[src/logic/csr_pkg.sv]
package csr_pkg;

    // ========================================================================
    // Widths
    // ========================================================================
    localparam int XLEN       = 32;
    localparam int CSR_ADDR_W = 12;

    // Hardware counters are two machine words wide
    localparam int CNT_W = 2 * XLEN;

    // ========================================================================
    // CSR addresses kept in this unit
    // ========================================================================
    typedef enum logic [CSR_ADDR_W-1:0] {
        // Custom scratch
        SCRATCH  = 12'h800,
        // Machine trap setup and handling
        MSTATUS  = 12'h300,
        MIE      = 12'h304,
        MTVEC    = 12'h305,
        MSCRATCH = 12'h340,
        MEPC     = 12'h341,
        MCAUSE   = 12'h342,
        MTVAL    = 12'h343,
        // User read-only counters, low and high halves
        CYCLE    = 12'hC00,
        CYCLEH   = 12'hC80,
        INSTRET  = 12'hC02,
        INSTRETH = 12'hC82
    } csr_addr_e;

    // Access operation, as decoded from the CSR instruction
    typedef enum logic [1:0] {
        CSR_NONE  = 2'd0,
        CSR_WRITE = 2'd1,
        CSR_SET   = 2'd2,
        CSR_CLEAR = 2'd3
    } csr_op_e;

    // ========================================================================
    // Port structs
    // ========================================================================
    typedef struct packed {
        logic                  wren;
        logic                  rden;
        csr_op_e               op;
        // Raw address, may hold unmapped values
        logic [CSR_ADDR_W-1:0] addr;
        logic                  imm_sel;
        logic [XLEN-1:0]       imm;
    } csr_inst_t;

    typedef struct packed {
        logic illegal_instruction;
        logic misaligned_access;
        logic illegal_csr_access;
        logic breakpoint;
        logic retire_valid;
    } hw_event_t;

    typedef struct packed {
        logic [CNT_W-1:0] cycle;
        logic [CNT_W-1:0] instret;
    } counter_state_t;

    typedef struct packed {
        logic [XLEN-1:0] scratch;
        logic [XLEN-1:0] mstatus;
        logic [XLEN-1:0] mie;
        logic [XLEN-1:0] mtvec;
        logic [XLEN-1:0] mscratch;
        logic [XLEN-1:0] mepc;
        logic [XLEN-1:0] mcause;
        logic [XLEN-1:0] mtval;
    } machine_state_t;

    // ========================================================================
    // Trap causes and handler vectors
    // ========================================================================
    localparam logic [XLEN-1:0] CAUSE_ILLEGAL_INST = 32'h0000_0002;
    localparam logic [XLEN-1:0] CAUSE_MISALIGNED   = 32'h0000_0004;
    localparam logic [XLEN-1:0] CAUSE_ILLEGAL_CSR  = 32'h0000_000B;
    localparam logic [XLEN-1:0] CAUSE_BREAKPOINT   = 32'h0000_0003;

    localparam logic [XLEN-1:0] VEC_ILLEGAL_INST = 32'h0000_0100;
    localparam logic [XLEN-1:0] VEC_MISALIGNED   = 32'h0000_0200;
    localparam logic [XLEN-1:0] VEC_ILLEGAL_CSR  = 32'h0000_0300;
    localparam logic [XLEN-1:0] VEC_BREAKPOINT   = 32'h0000_0400;

endpackage

[src/logic/csr_counters.sv]
`timescale 1ns/100ps

module csr_counters (
    input  logic                    clk,
    input  logic                    rst_n,
    input  csr_pkg::hw_event_t      events,
    output csr_pkg::counter_state_t counters
);

    import csr_pkg::*;

    // ========================================================================
    // Next counter values
    // ========================================================================
    // Each counter is kept as two words so the carry into the high
    // half is explicit, matching the CYCLEH / INSTRETH view

    logic [XLEN-1:0] cycle_lo_next;
    logic [XLEN-1:0] cycle_hi_next;
    logic            cycle_carry;

    logic [XLEN-1:0] instret_lo_next;
    logic [XLEN-1:0] instret_hi_next;
    logic            instret_carry;

    always_comb begin
        // Free running, one step per clock
        {cycle_carry, cycle_lo_next} = {1'b0, counters.cycle[XLEN-1:0]} + 1'b1;
        cycle_hi_next = counters.cycle[CNT_W-1:XLEN] + cycle_carry;
    end

    always_comb begin
        // Step only on a retired instruction
        {instret_carry, instret_lo_next} =
            {1'b0, counters.instret[XLEN-1:0]} + events.retire_valid;
        instret_hi_next = counters.instret[CNT_W-1:XLEN] + instret_carry;
    end

    // ========================================================================
    // Counter registers
    // ========================================================================
    // Read-only to software, so no write path reaches them

    always_ff @(posedge clk) begin
        if (!rst_n) begin
            counters <= '0;
        end else begin
            counters.cycle   <= {cycle_hi_next, cycle_lo_next};
            counters.instret <= {instret_hi_next, instret_lo_next};
        end
    end

endmodule

[src/logic/csr_machine_regs.sv]
`timescale 1ns/100ps

module csr_machine_regs #(
    parameter logic [csr_pkg::XLEN-1:0] SCRATCH_RESET = 32'h0000_1001
) (
    input  logic                        clk,
    input  logic                        rst_n,
    input  csr_pkg::csr_inst_t          inst,
    input  logic [csr_pkg::XLEN-1:0]    write_data,
    input  logic [csr_pkg::XLEN-1:0]    pc,
    input  csr_pkg::hw_event_t          events,
    output csr_pkg::machine_state_t     machine
);

    import csr_pkg::*;

    // One register update for write, set or clear
    function automatic logic [XLEN-1:0] apply_op(
        input logic [XLEN-1:0] old_val,
        input logic [XLEN-1:0] data,
        input csr_op_e         op
    );
        logic [XLEN-1:0] result;
        case (op)
            CSR_WRITE: result = data;
            CSR_SET:   result = old_val | data;
            CSR_CLEAR: result = old_val & ~data;
            default:   result = old_val;
        endcase
        return result;
    endfunction

    machine_state_t  machine_next;
    logic [XLEN-1:0] operand;

    logic            trap_valid;
    logic [XLEN-1:0] trap_cause;
    logic [XLEN-1:0] trap_vec;

    // Operand is the zero-extended immediate or the rs1 value
    assign operand = inst.imm_sel ? inst.imm : write_data;

    // ========================================================================
    // Exception select
    // ========================================================================
    // Breakpoint first, illegal instruction last
    always_comb begin
        trap_valid = 1'b1;
        trap_cause = '0;
        trap_vec   = '0;
        if (events.breakpoint) begin
            trap_cause = CAUSE_BREAKPOINT;
            trap_vec   = VEC_BREAKPOINT;
        end else if (events.illegal_csr_access) begin
            trap_cause = CAUSE_ILLEGAL_CSR;
            trap_vec   = VEC_ILLEGAL_CSR;
        end else if (events.misaligned_access) begin
            trap_cause = CAUSE_MISALIGNED;
            trap_vec   = VEC_MISALIGNED;
        end else if (events.illegal_instruction) begin
            trap_cause = CAUSE_ILLEGAL_INST;
            trap_vec   = VEC_ILLEGAL_INST;
        end else begin
            trap_valid = 1'b0;
        end
    end

    // ========================================================================
    // Next state
    // ========================================================================
    always_comb begin
        machine_next = machine;

        // Software access, at most one register per cycle
        if (inst.wren) begin
            case (inst.addr)
                SCRATCH: begin
                    machine_next.scratch = apply_op(machine.scratch, operand, inst.op);
                end
                MSTATUS: begin
                    machine_next.mstatus = apply_op(machine.mstatus, operand, inst.op);
                end
                MIE: begin
                    machine_next.mie = apply_op(machine.mie, operand, inst.op);
                end
                MTVEC: begin
                    machine_next.mtvec = apply_op(machine.mtvec, operand, inst.op);
                end
                MSCRATCH: begin
                    machine_next.mscratch = apply_op(machine.mscratch, operand, inst.op);
                end
                MEPC: begin
                    machine_next.mepc = apply_op(machine.mepc, operand, inst.op);
                end
                MCAUSE: begin
                    machine_next.mcause = apply_op(machine.mcause, operand, inst.op);
                end
                MTVAL: begin
                    machine_next.mtval = apply_op(machine.mtval, operand, inst.op);
                end
                // Counters and unmapped addresses ignore writes
                default: begin
                    machine_next = machine;
                end
            endcase
        end

        // Hardware trap capture overrides the software write
        if (trap_valid) begin
            machine_next.mcause = trap_cause;
            machine_next.mtvec  = trap_vec;
            machine_next.mepc   = pc;
        end
    end

    // ========================================================================
    // Registers
    // ========================================================================
    always_ff @(posedge clk) begin
        if (!rst_n) begin
            machine         <= '0;
            machine.scratch <= SCRATCH_RESET;
        end else begin
            machine <= machine_next;
        end
    end

endmodule

[src/logic/csr_read_mux.sv]
`timescale 1ns/100ps

module csr_read_mux (
    input  csr_pkg::csr_inst_t          inst,
    input  csr_pkg::counter_state_t     counters,
    input  csr_pkg::machine_state_t     machine,
    output logic [csr_pkg::XLEN-1:0]    read_data
);

    import csr_pkg::*;

    // ========================================================================
    // Read decode
    // ========================================================================
    // Purely combinational, so a read sees the value from before any
    // write issued in the same cycle

    always_comb begin
        read_data = '0;
        if (inst.rden) begin
            case (inst.addr)
                // Counter halves
                CYCLE: begin
                    read_data = counters.cycle[XLEN-1:0];
                end
                CYCLEH: begin
                    read_data = counters.cycle[CNT_W-1:XLEN];
                end
                INSTRET: begin
                    read_data = counters.instret[XLEN-1:0];
                end
                INSTRETH: begin
                    read_data = counters.instret[CNT_W-1:XLEN];
                end

                // Machine registers
                SCRATCH: begin
                    read_data = machine.scratch;
                end
                MSTATUS: begin
                    read_data = machine.mstatus;
                end
                MIE: begin
                    read_data = machine.mie;
                end
                MTVEC: begin
                    read_data = machine.mtvec;
                end
                MSCRATCH: begin
                    read_data = machine.mscratch;
                end
                MEPC: begin
                    read_data = machine.mepc;
                end
                MCAUSE: begin
                    read_data = machine.mcause;
                end
                MTVAL: begin
                    read_data = machine.mtval;
                end

                // Unmapped, including the constant ID registers
                default: begin
                    read_data = '0;
                end
            endcase
        end
    end

endmodule

[src/logic/csr_unit.sv]
`timescale 1ns/100ps

module csr_unit #(
    parameter logic [csr_pkg::XLEN-1:0] SCRATCH_RESET = 32'h0000_1001
) (
    input  logic                        clk,
    input  logic                        rst_n,
    // Access from the pipeline, one per cycle
    input  csr_pkg::csr_inst_t          inst,
    input  logic [csr_pkg::XLEN-1:0]    write_data,
    input  logic [csr_pkg::XLEN-1:0]    pc,
    // Hardware exceptions and retire strobe
    input  csr_pkg::hw_event_t          events,
    output logic [csr_pkg::XLEN-1:0]    read_data
);

    import csr_pkg::*;

    counter_state_t counters;
    machine_state_t machine;

    // ========================================================================
    // Register blocks
    // ========================================================================

    // Read-only hardware counters
    csr_counters u_counters (
        .clk      (clk),
        .rst_n    (rst_n),
        .events   (events),
        .counters (counters)
    );

    // Software-writable machine registers with trap capture
    csr_machine_regs #(
        .SCRATCH_RESET (SCRATCH_RESET)
    ) u_machine_regs (
        .clk        (clk),
        .rst_n      (rst_n),
        .inst       (inst),
        .write_data (write_data),
        .pc         (pc),
        .events     (events),
        .machine    (machine)
    );

    // ========================================================================
    // Read path
    // ========================================================================
    csr_read_mux u_read_mux (
        .inst      (inst),
        .counters  (counters),
        .machine   (machine),
        .read_data (read_data)
    );

endmodule

[config.mk]
export PLATFORM = sky130hd
export DESIGN_NAME = csr_unit
export DESIGN_NICKNAME = d
export VERILOG_FILES = /design/src/logic/csr_pkg.sv /design/src/logic/csr_counters.sv /design/src/logic/csr_machine_regs.sv /design/src/logic/csr_read_mux.sv /design/src/logic/csr_unit.sv
export SDC_FILE = /design/constraint.sdc
export NUM_CORES = 1
export LEC_CHECK = 0
export BUFFER_PORTS_ARGS = -buffer_cell sky130_fd_sc_hd__buf_2
export CAP_MARGIN = 20
export CELL_PAD_IN_SITES_DETAIL_PLACEMENT = 1
export CELL_PAD_IN_SITES_GLOBAL_PLACEMENT = 2
export CORE_MARGIN = 8
export CORE_UTILIZATION = 37
export CTS_CLUSTER_DIAMETER = 40
export CTS_CLUSTER_SIZE = 10
export DETAILED_ROUTE_END_ITERATION = 8
export PLACE_DENSITY_LB_ADDON = 0.08
export SYNTH_ARGS = -nofsm -noshare
export SYNTH_HDL_FRONTEND = slang
export SYNTH_SLANG_ARGS = --single-unit
[constraint.sdc]
create_clock -name clk -period 4.18 [get_ports clk]
set_clock_uncertainty 0.2 [all_clocks]
set_input_delay 0.209 -clock clk [delete_from_list [all_inputs] [get_ports clk]]
set_output_delay 0.209 -clock clk [all_outputs]
set_load 0.02 [all_outputs]
Word-level counts from Yosys, hierarchy flattened:

Index checks and enable logic that the tools add are counted.

* bits in registers: 384
* bits in latches: 0
* bits in writable memories: 0
* memory bits (read-only): 0
* input port bits: 120
* output and inout bits: 32
* logic and storage cells: 91
* memories kept: 0

* add/sub/neg operators: 4
* $mul: 0
* div/mod/pow operators: 0
* magnitude comparators: 0
* equal/unequal tests: 15
* shift-type cells: 0
* mux-type cells: 31
* bitwise logic cells: 17
* reductions and logical operators: 14

Operators by type and width (number)
* $pmux W32 S3: 8
* $mux W32: 14
* $pmux W32 S12: 1
* $and A32 B32 Y32: 8
* $or A32 B32 Y32: 8
* $mux W160: 1
* $eq A12 B10 Y1 const B: 7
* $add A32 B1 Y32: 2
* $mux W64: 1
* $eq A12 B12 Y1 const B: 5
* $add A32 B1 Y33: 1
* $add A32 B1 Y33 const B: 1
* $not A32 Y32: 1
* $reduce_and A3 Y1: 8
* $mux W9: 1
* $reduce_bool A2 Y1: 4
* $eq A2 B2 Y1 const B: 2
* $mux W1: 4
* $reduce_bool A4 Y1: 1
* $reduce_bool A3 Y1: 1
* $eq A2 B1 Y1 const B: 1
* $mux W2: 1

Depth between registers and ports, before layout:

* depth in word-level cells: 7
* gate-level depth with buffers: 13
* depth with buffers taken out: 12

Cells and area by module:

A second synthesis with hierarchy kept.

* cell total of the unflattened synthesis: 2612
* area, all modules: 21657.0 um^2

Modules (own cells, without submodules)
* csr_machine_regs: times used 1, cells an instance 1321, area an instance 11130.7 um^2, seq. area each 5124.9 um^2
* csr_counters: times used 1, cells an instance 710, area an instance 6045.8 um^2, seq. area each 2562.5 um^2
* csr_read_mux: times used 1, cells an instance 581, area an instance 4480.5 um^2, seq. area each 0.0 um^2

Worst setup path before layout:

No wires, ideal clock.

* path kind: reg-to-reg
* start point: register u_counters.counters[64] (netlist name)
* end point: register u_counters.counters[116] (netlist name)
* setup time: 0.128 ns
* arrival: 2.806 ns
* required time: 3.852 ns
* setup slack: 1.046 ns
* cell stages (with the launch flop): 13
* path buffers: 1
* period minus slack after synthesis: 3.134 ns
* path through: dfxtp_1 > ha_1 > nand4_1 > nor3_1 > clkbuf_1 > and4_1 > ha_1 > ha_1 > nand2_1 > nor4_2 > nand4_1 > xor2_1 > nor2_1

* longest elaborated chain between the ends: 2

Ends and longest elaborated chain
* $add A32 B1 Y33: RTL line csr_counters.sv:28 `{cycle_carry, cycle_lo_next} = {1'b0, counters.cycle[XLEN-1:0]} + 1'b1;`
* $add A32 B1 Y32: RTL line csr_counters.sv:29 `cycle_hi_next = counters.cycle[CNT_W-1:XLEN] + cycle_carry;`

No other way between the ends.
A chain may end at the register's enable or synchronous reset.

Worst setup path after layout:

* start point: input port inst[42] (netlist bit)
* end point: output port read_data[9] (netlist bit)

* longest elaborated chain between the ends: 3
* elaborated cells between the ends (all ways): 14
* classes of those cells: eq/ne: 12; mux: 2

Ends and longest elaborated chain
* start: declaration: RTL line csr_unit.sv:9 `input csr_pkg::csr_inst_t inst,`
* $eq A12 B10 Y1 or $eq A12 B12 Y1 (tied branches): RTL line csr_read_mux.sv:21 `case (inst.addr)`
* $pmux W32 S12 (*): RTL line csr_read_mux.sv:21
* $mux W32 (*): RTL line csr_read_mux.sv:20 `if (inst.rden) begin`
* end: declaration: RTL line csr_unit.sv:14 `output logic [csr_pkg::XLEN-1:0] read_data`

Mark *: on every way between the ends. The rest lies on a longest branch, timed or not.

==> flow_summary.yaml <==
synthesis:
  syn_area_um2: 20000
  synth.avg_cell_area_um2: 8.45
  syn_nets: 2493
  ys_warn_count: 0
  synth_area_leaders: "dfxtp_1, a21oi_1, nor2_1"
  yosysUniqueCellTypes: 81
  synth_common_cells: "dfxtp_1, nor2_1, a21oi_1"
  synth_edf_count: 0
  synth_top_area_frac: 0.385
  synthMostInstantiatedCell: "dfxtp_1"
  synth_ff_type: "dfxtp_1"
  synth_cells: 2362
  ys_ff_latch: 384
  synthArstFlopShare: 0
  synth-seq-area-share: 0.385
  synth_area_leader_cell: "dfxtp_1"
timing:
  rsz0062_at_grt: "false"
  fmax_ghz: 0.273
  setup_viol: 0
  hold_viol: 0
  fin_setup_tns_ns: 0
  finalCritPeriodShare: 0.876
  period_needed_ns: 3.66
  finalMaxSlewViolations: 0
  tightest_slew_ns: 1.12
  relSlewSlack: 0.252
die:
  row_count: 85
  die_x_um: 248
  die_h_um: 248
  ios: 152
  core_area_um2: 53600
  dieArea_um2: 61700
  start_util: 0.373
cells_and_area:
  fin_nets: 2746
  area_growth_pct: 27.6
  finalInstanceArea_um2: 25500
  drive_gt1_frac: 0.192
  nFillCells: 6245
  n_antenna_cell: 0
routing:
  wl_um: 97300
  routed-via-count: 20600
  ant_nets: 0
  drc_errors: 0
  wire_per_inst_um: 28.8
  viasPerCell: 6.10
  first_pass_iters: 5
  first_iter_violations: 1881
critical_path:
  critPathMaxFanout: 20
  critPathCaptureType: "output pin"
  crit_arrival_ns: 3.25
  crit_type: "in -> out"
  worst_ep_required_time_ns: 3.77
  worstSetupStartpointType: "input pin"
run_status:
  status: "complete, no violations"
power:
  p_leak_nw: 9.35
  powerDensity_nw_per_um2: 454
  ir_drop_uv: 290
global_route:
  grt_overflow: 0
  grt_max_degree: 83
  grt_pass1_vias: 21000
  grt_pass1_wl_um: 143000
  grtUsageTotal: 0.310
  antenna_found_initial: 3
cts:
  cts_max_level: 3
  cts_buffers: 85
  clock-root-buffer: "clkbuf_16"
  path_clk_slew_ns: 0.05
  cts_tree: "built"
  clkSinkCount: 384
  cts_buffer_depth: 3
  clkLatencyLatePin_ns: 0.62
placed_design:
  hpwl_um: 67500
  placed_area_um2: 21400
  portBuffers: 151
  place.gp.congestion: 0.902
worst_hold_path:
  hold_class: "in -> reg"
run:
  max-cap-violations: 0
[flip-flops by register name, indices dropped and copies added (netlist names)]
register                count
u_counters.counters       128
u_machine_regs.machine    256
[per-layer routing]
metal  part of all wire  vias up  track usage
met1               0.44    10400        0.419
met4              0.042        4        0.127
met5            0.00027        -            0
li1                   -     9193            -
met2               0.44      858        0.485
met3              0.073      209       0.0565
[worst max-delay path: stages]
cell and delay (ns):
buf_2 0.18, and4bb_1 0.61, buf_4 0.41, and3_1 0.79, a222oi_1 0.30, a31oi_1 0.46
buf_2 0.26
[repair_timing]
item / CTS / global route
hold buffers: 109 / 0
gates resized for setup: 0 / 0
endpoints found under the hold margin: 210 / 0
setup buffers: 0 / 0
[layout make-up]
| class | instances | area, um^2 | area share |
|---|---|---|---|
| sequential | 384 | 7690 | 0.302 |
| multi-input combinational | 1788 | 11300 | 0.445 |
| timing repair buffer | 344 | 2550 | 0.100 |
| tap | 696 | 871 | 0.0342 |
| clock inverter | 52 | 661 | 0.0259 |
| inverter | 12 | 52.6 | 0.00206 |
| clock buffer | 106 | 2310 | 0.0905 |
[path summary, 6_finish.rpt]
check,slack [ns],start,to,cells past startpoint
worst min register to register,0.28,u_machine_regs.machine[106]$_SDFFE_PN0P_,u_machine_regs.machine[106]$_SDFFE_PN0P_,2
worst min-delay path,0.01,write_data[11],u_machine_regs.machine[171]$_SDFFE_PN0P_,4
worst max-delay path,0.52,inst[42],read_data[9],7
worst max register to register,0.63,u_counters.counters[0]$_SDFF_PN0_,u_counters.counters[53]$_SDFF_PN0_,12
[cell usage in the layout, fill, tap and decap left out, types with 23 or more instances in the layout]
master and instances:
a211oi_1 48, a21oi_1 276, a22oi_1 65, a31oi_1 27
and3_1 36, buf_2 150, buf_4 79, clkbuf_16 85
dfxtp_1 384, dlygate4sd3_1 109, mux2_2 54, mux2i_1 40
nand2_1 108, nand3_1 77, nand4_1 44, nor2_1 319
nor3_1 134, o21a_1 23, o21ai_0 96, o22ai_1 25
xnor2_1 31, xor2_1 107
[through the flow]
step	cells	setup WS, ns	util	total power (W)	hold WS, ns
floorplan	2362	1.05	-	0.00427	0.145
global placement	3115	0.771	0.399	0.00457	0.251
detailed placement	3115	0.671	0.399	0.00459	0.267
CTS	3382	0.650	0.475	0.0116	0.000352
global route	3382	0.343	0.475	0.0119	0.0372
finish	3382	0.518	0.475	0.0116	0.0115
[cells by family after synthesis]
family | Yosys count | synth area share
buf+inv | 190 | 0.0492
mux | 116 | 0.0708
simple gates | 856 | 0.217
xor+xnor | 140 | 0.0622
fa+ha+maj | 11 | 0.00689
flops | 384 | 0.385
compound gates | 665 | 0.209
[report_power, final]
| part | total, W | internal, W | switching [W] |
|---|---|---|---|
| sequential | 0.00375 | 0.00371 | 0.0000403 |
| clock | 0.00693 | 0.00456 | 0.00237 |
| combinational | 0.000874 | 0.000309 | 0.000564 |
| total | 0.0116 | 0.00858 | 0.00297 |
Note: power is estimated with default switching activity, not from simulation.
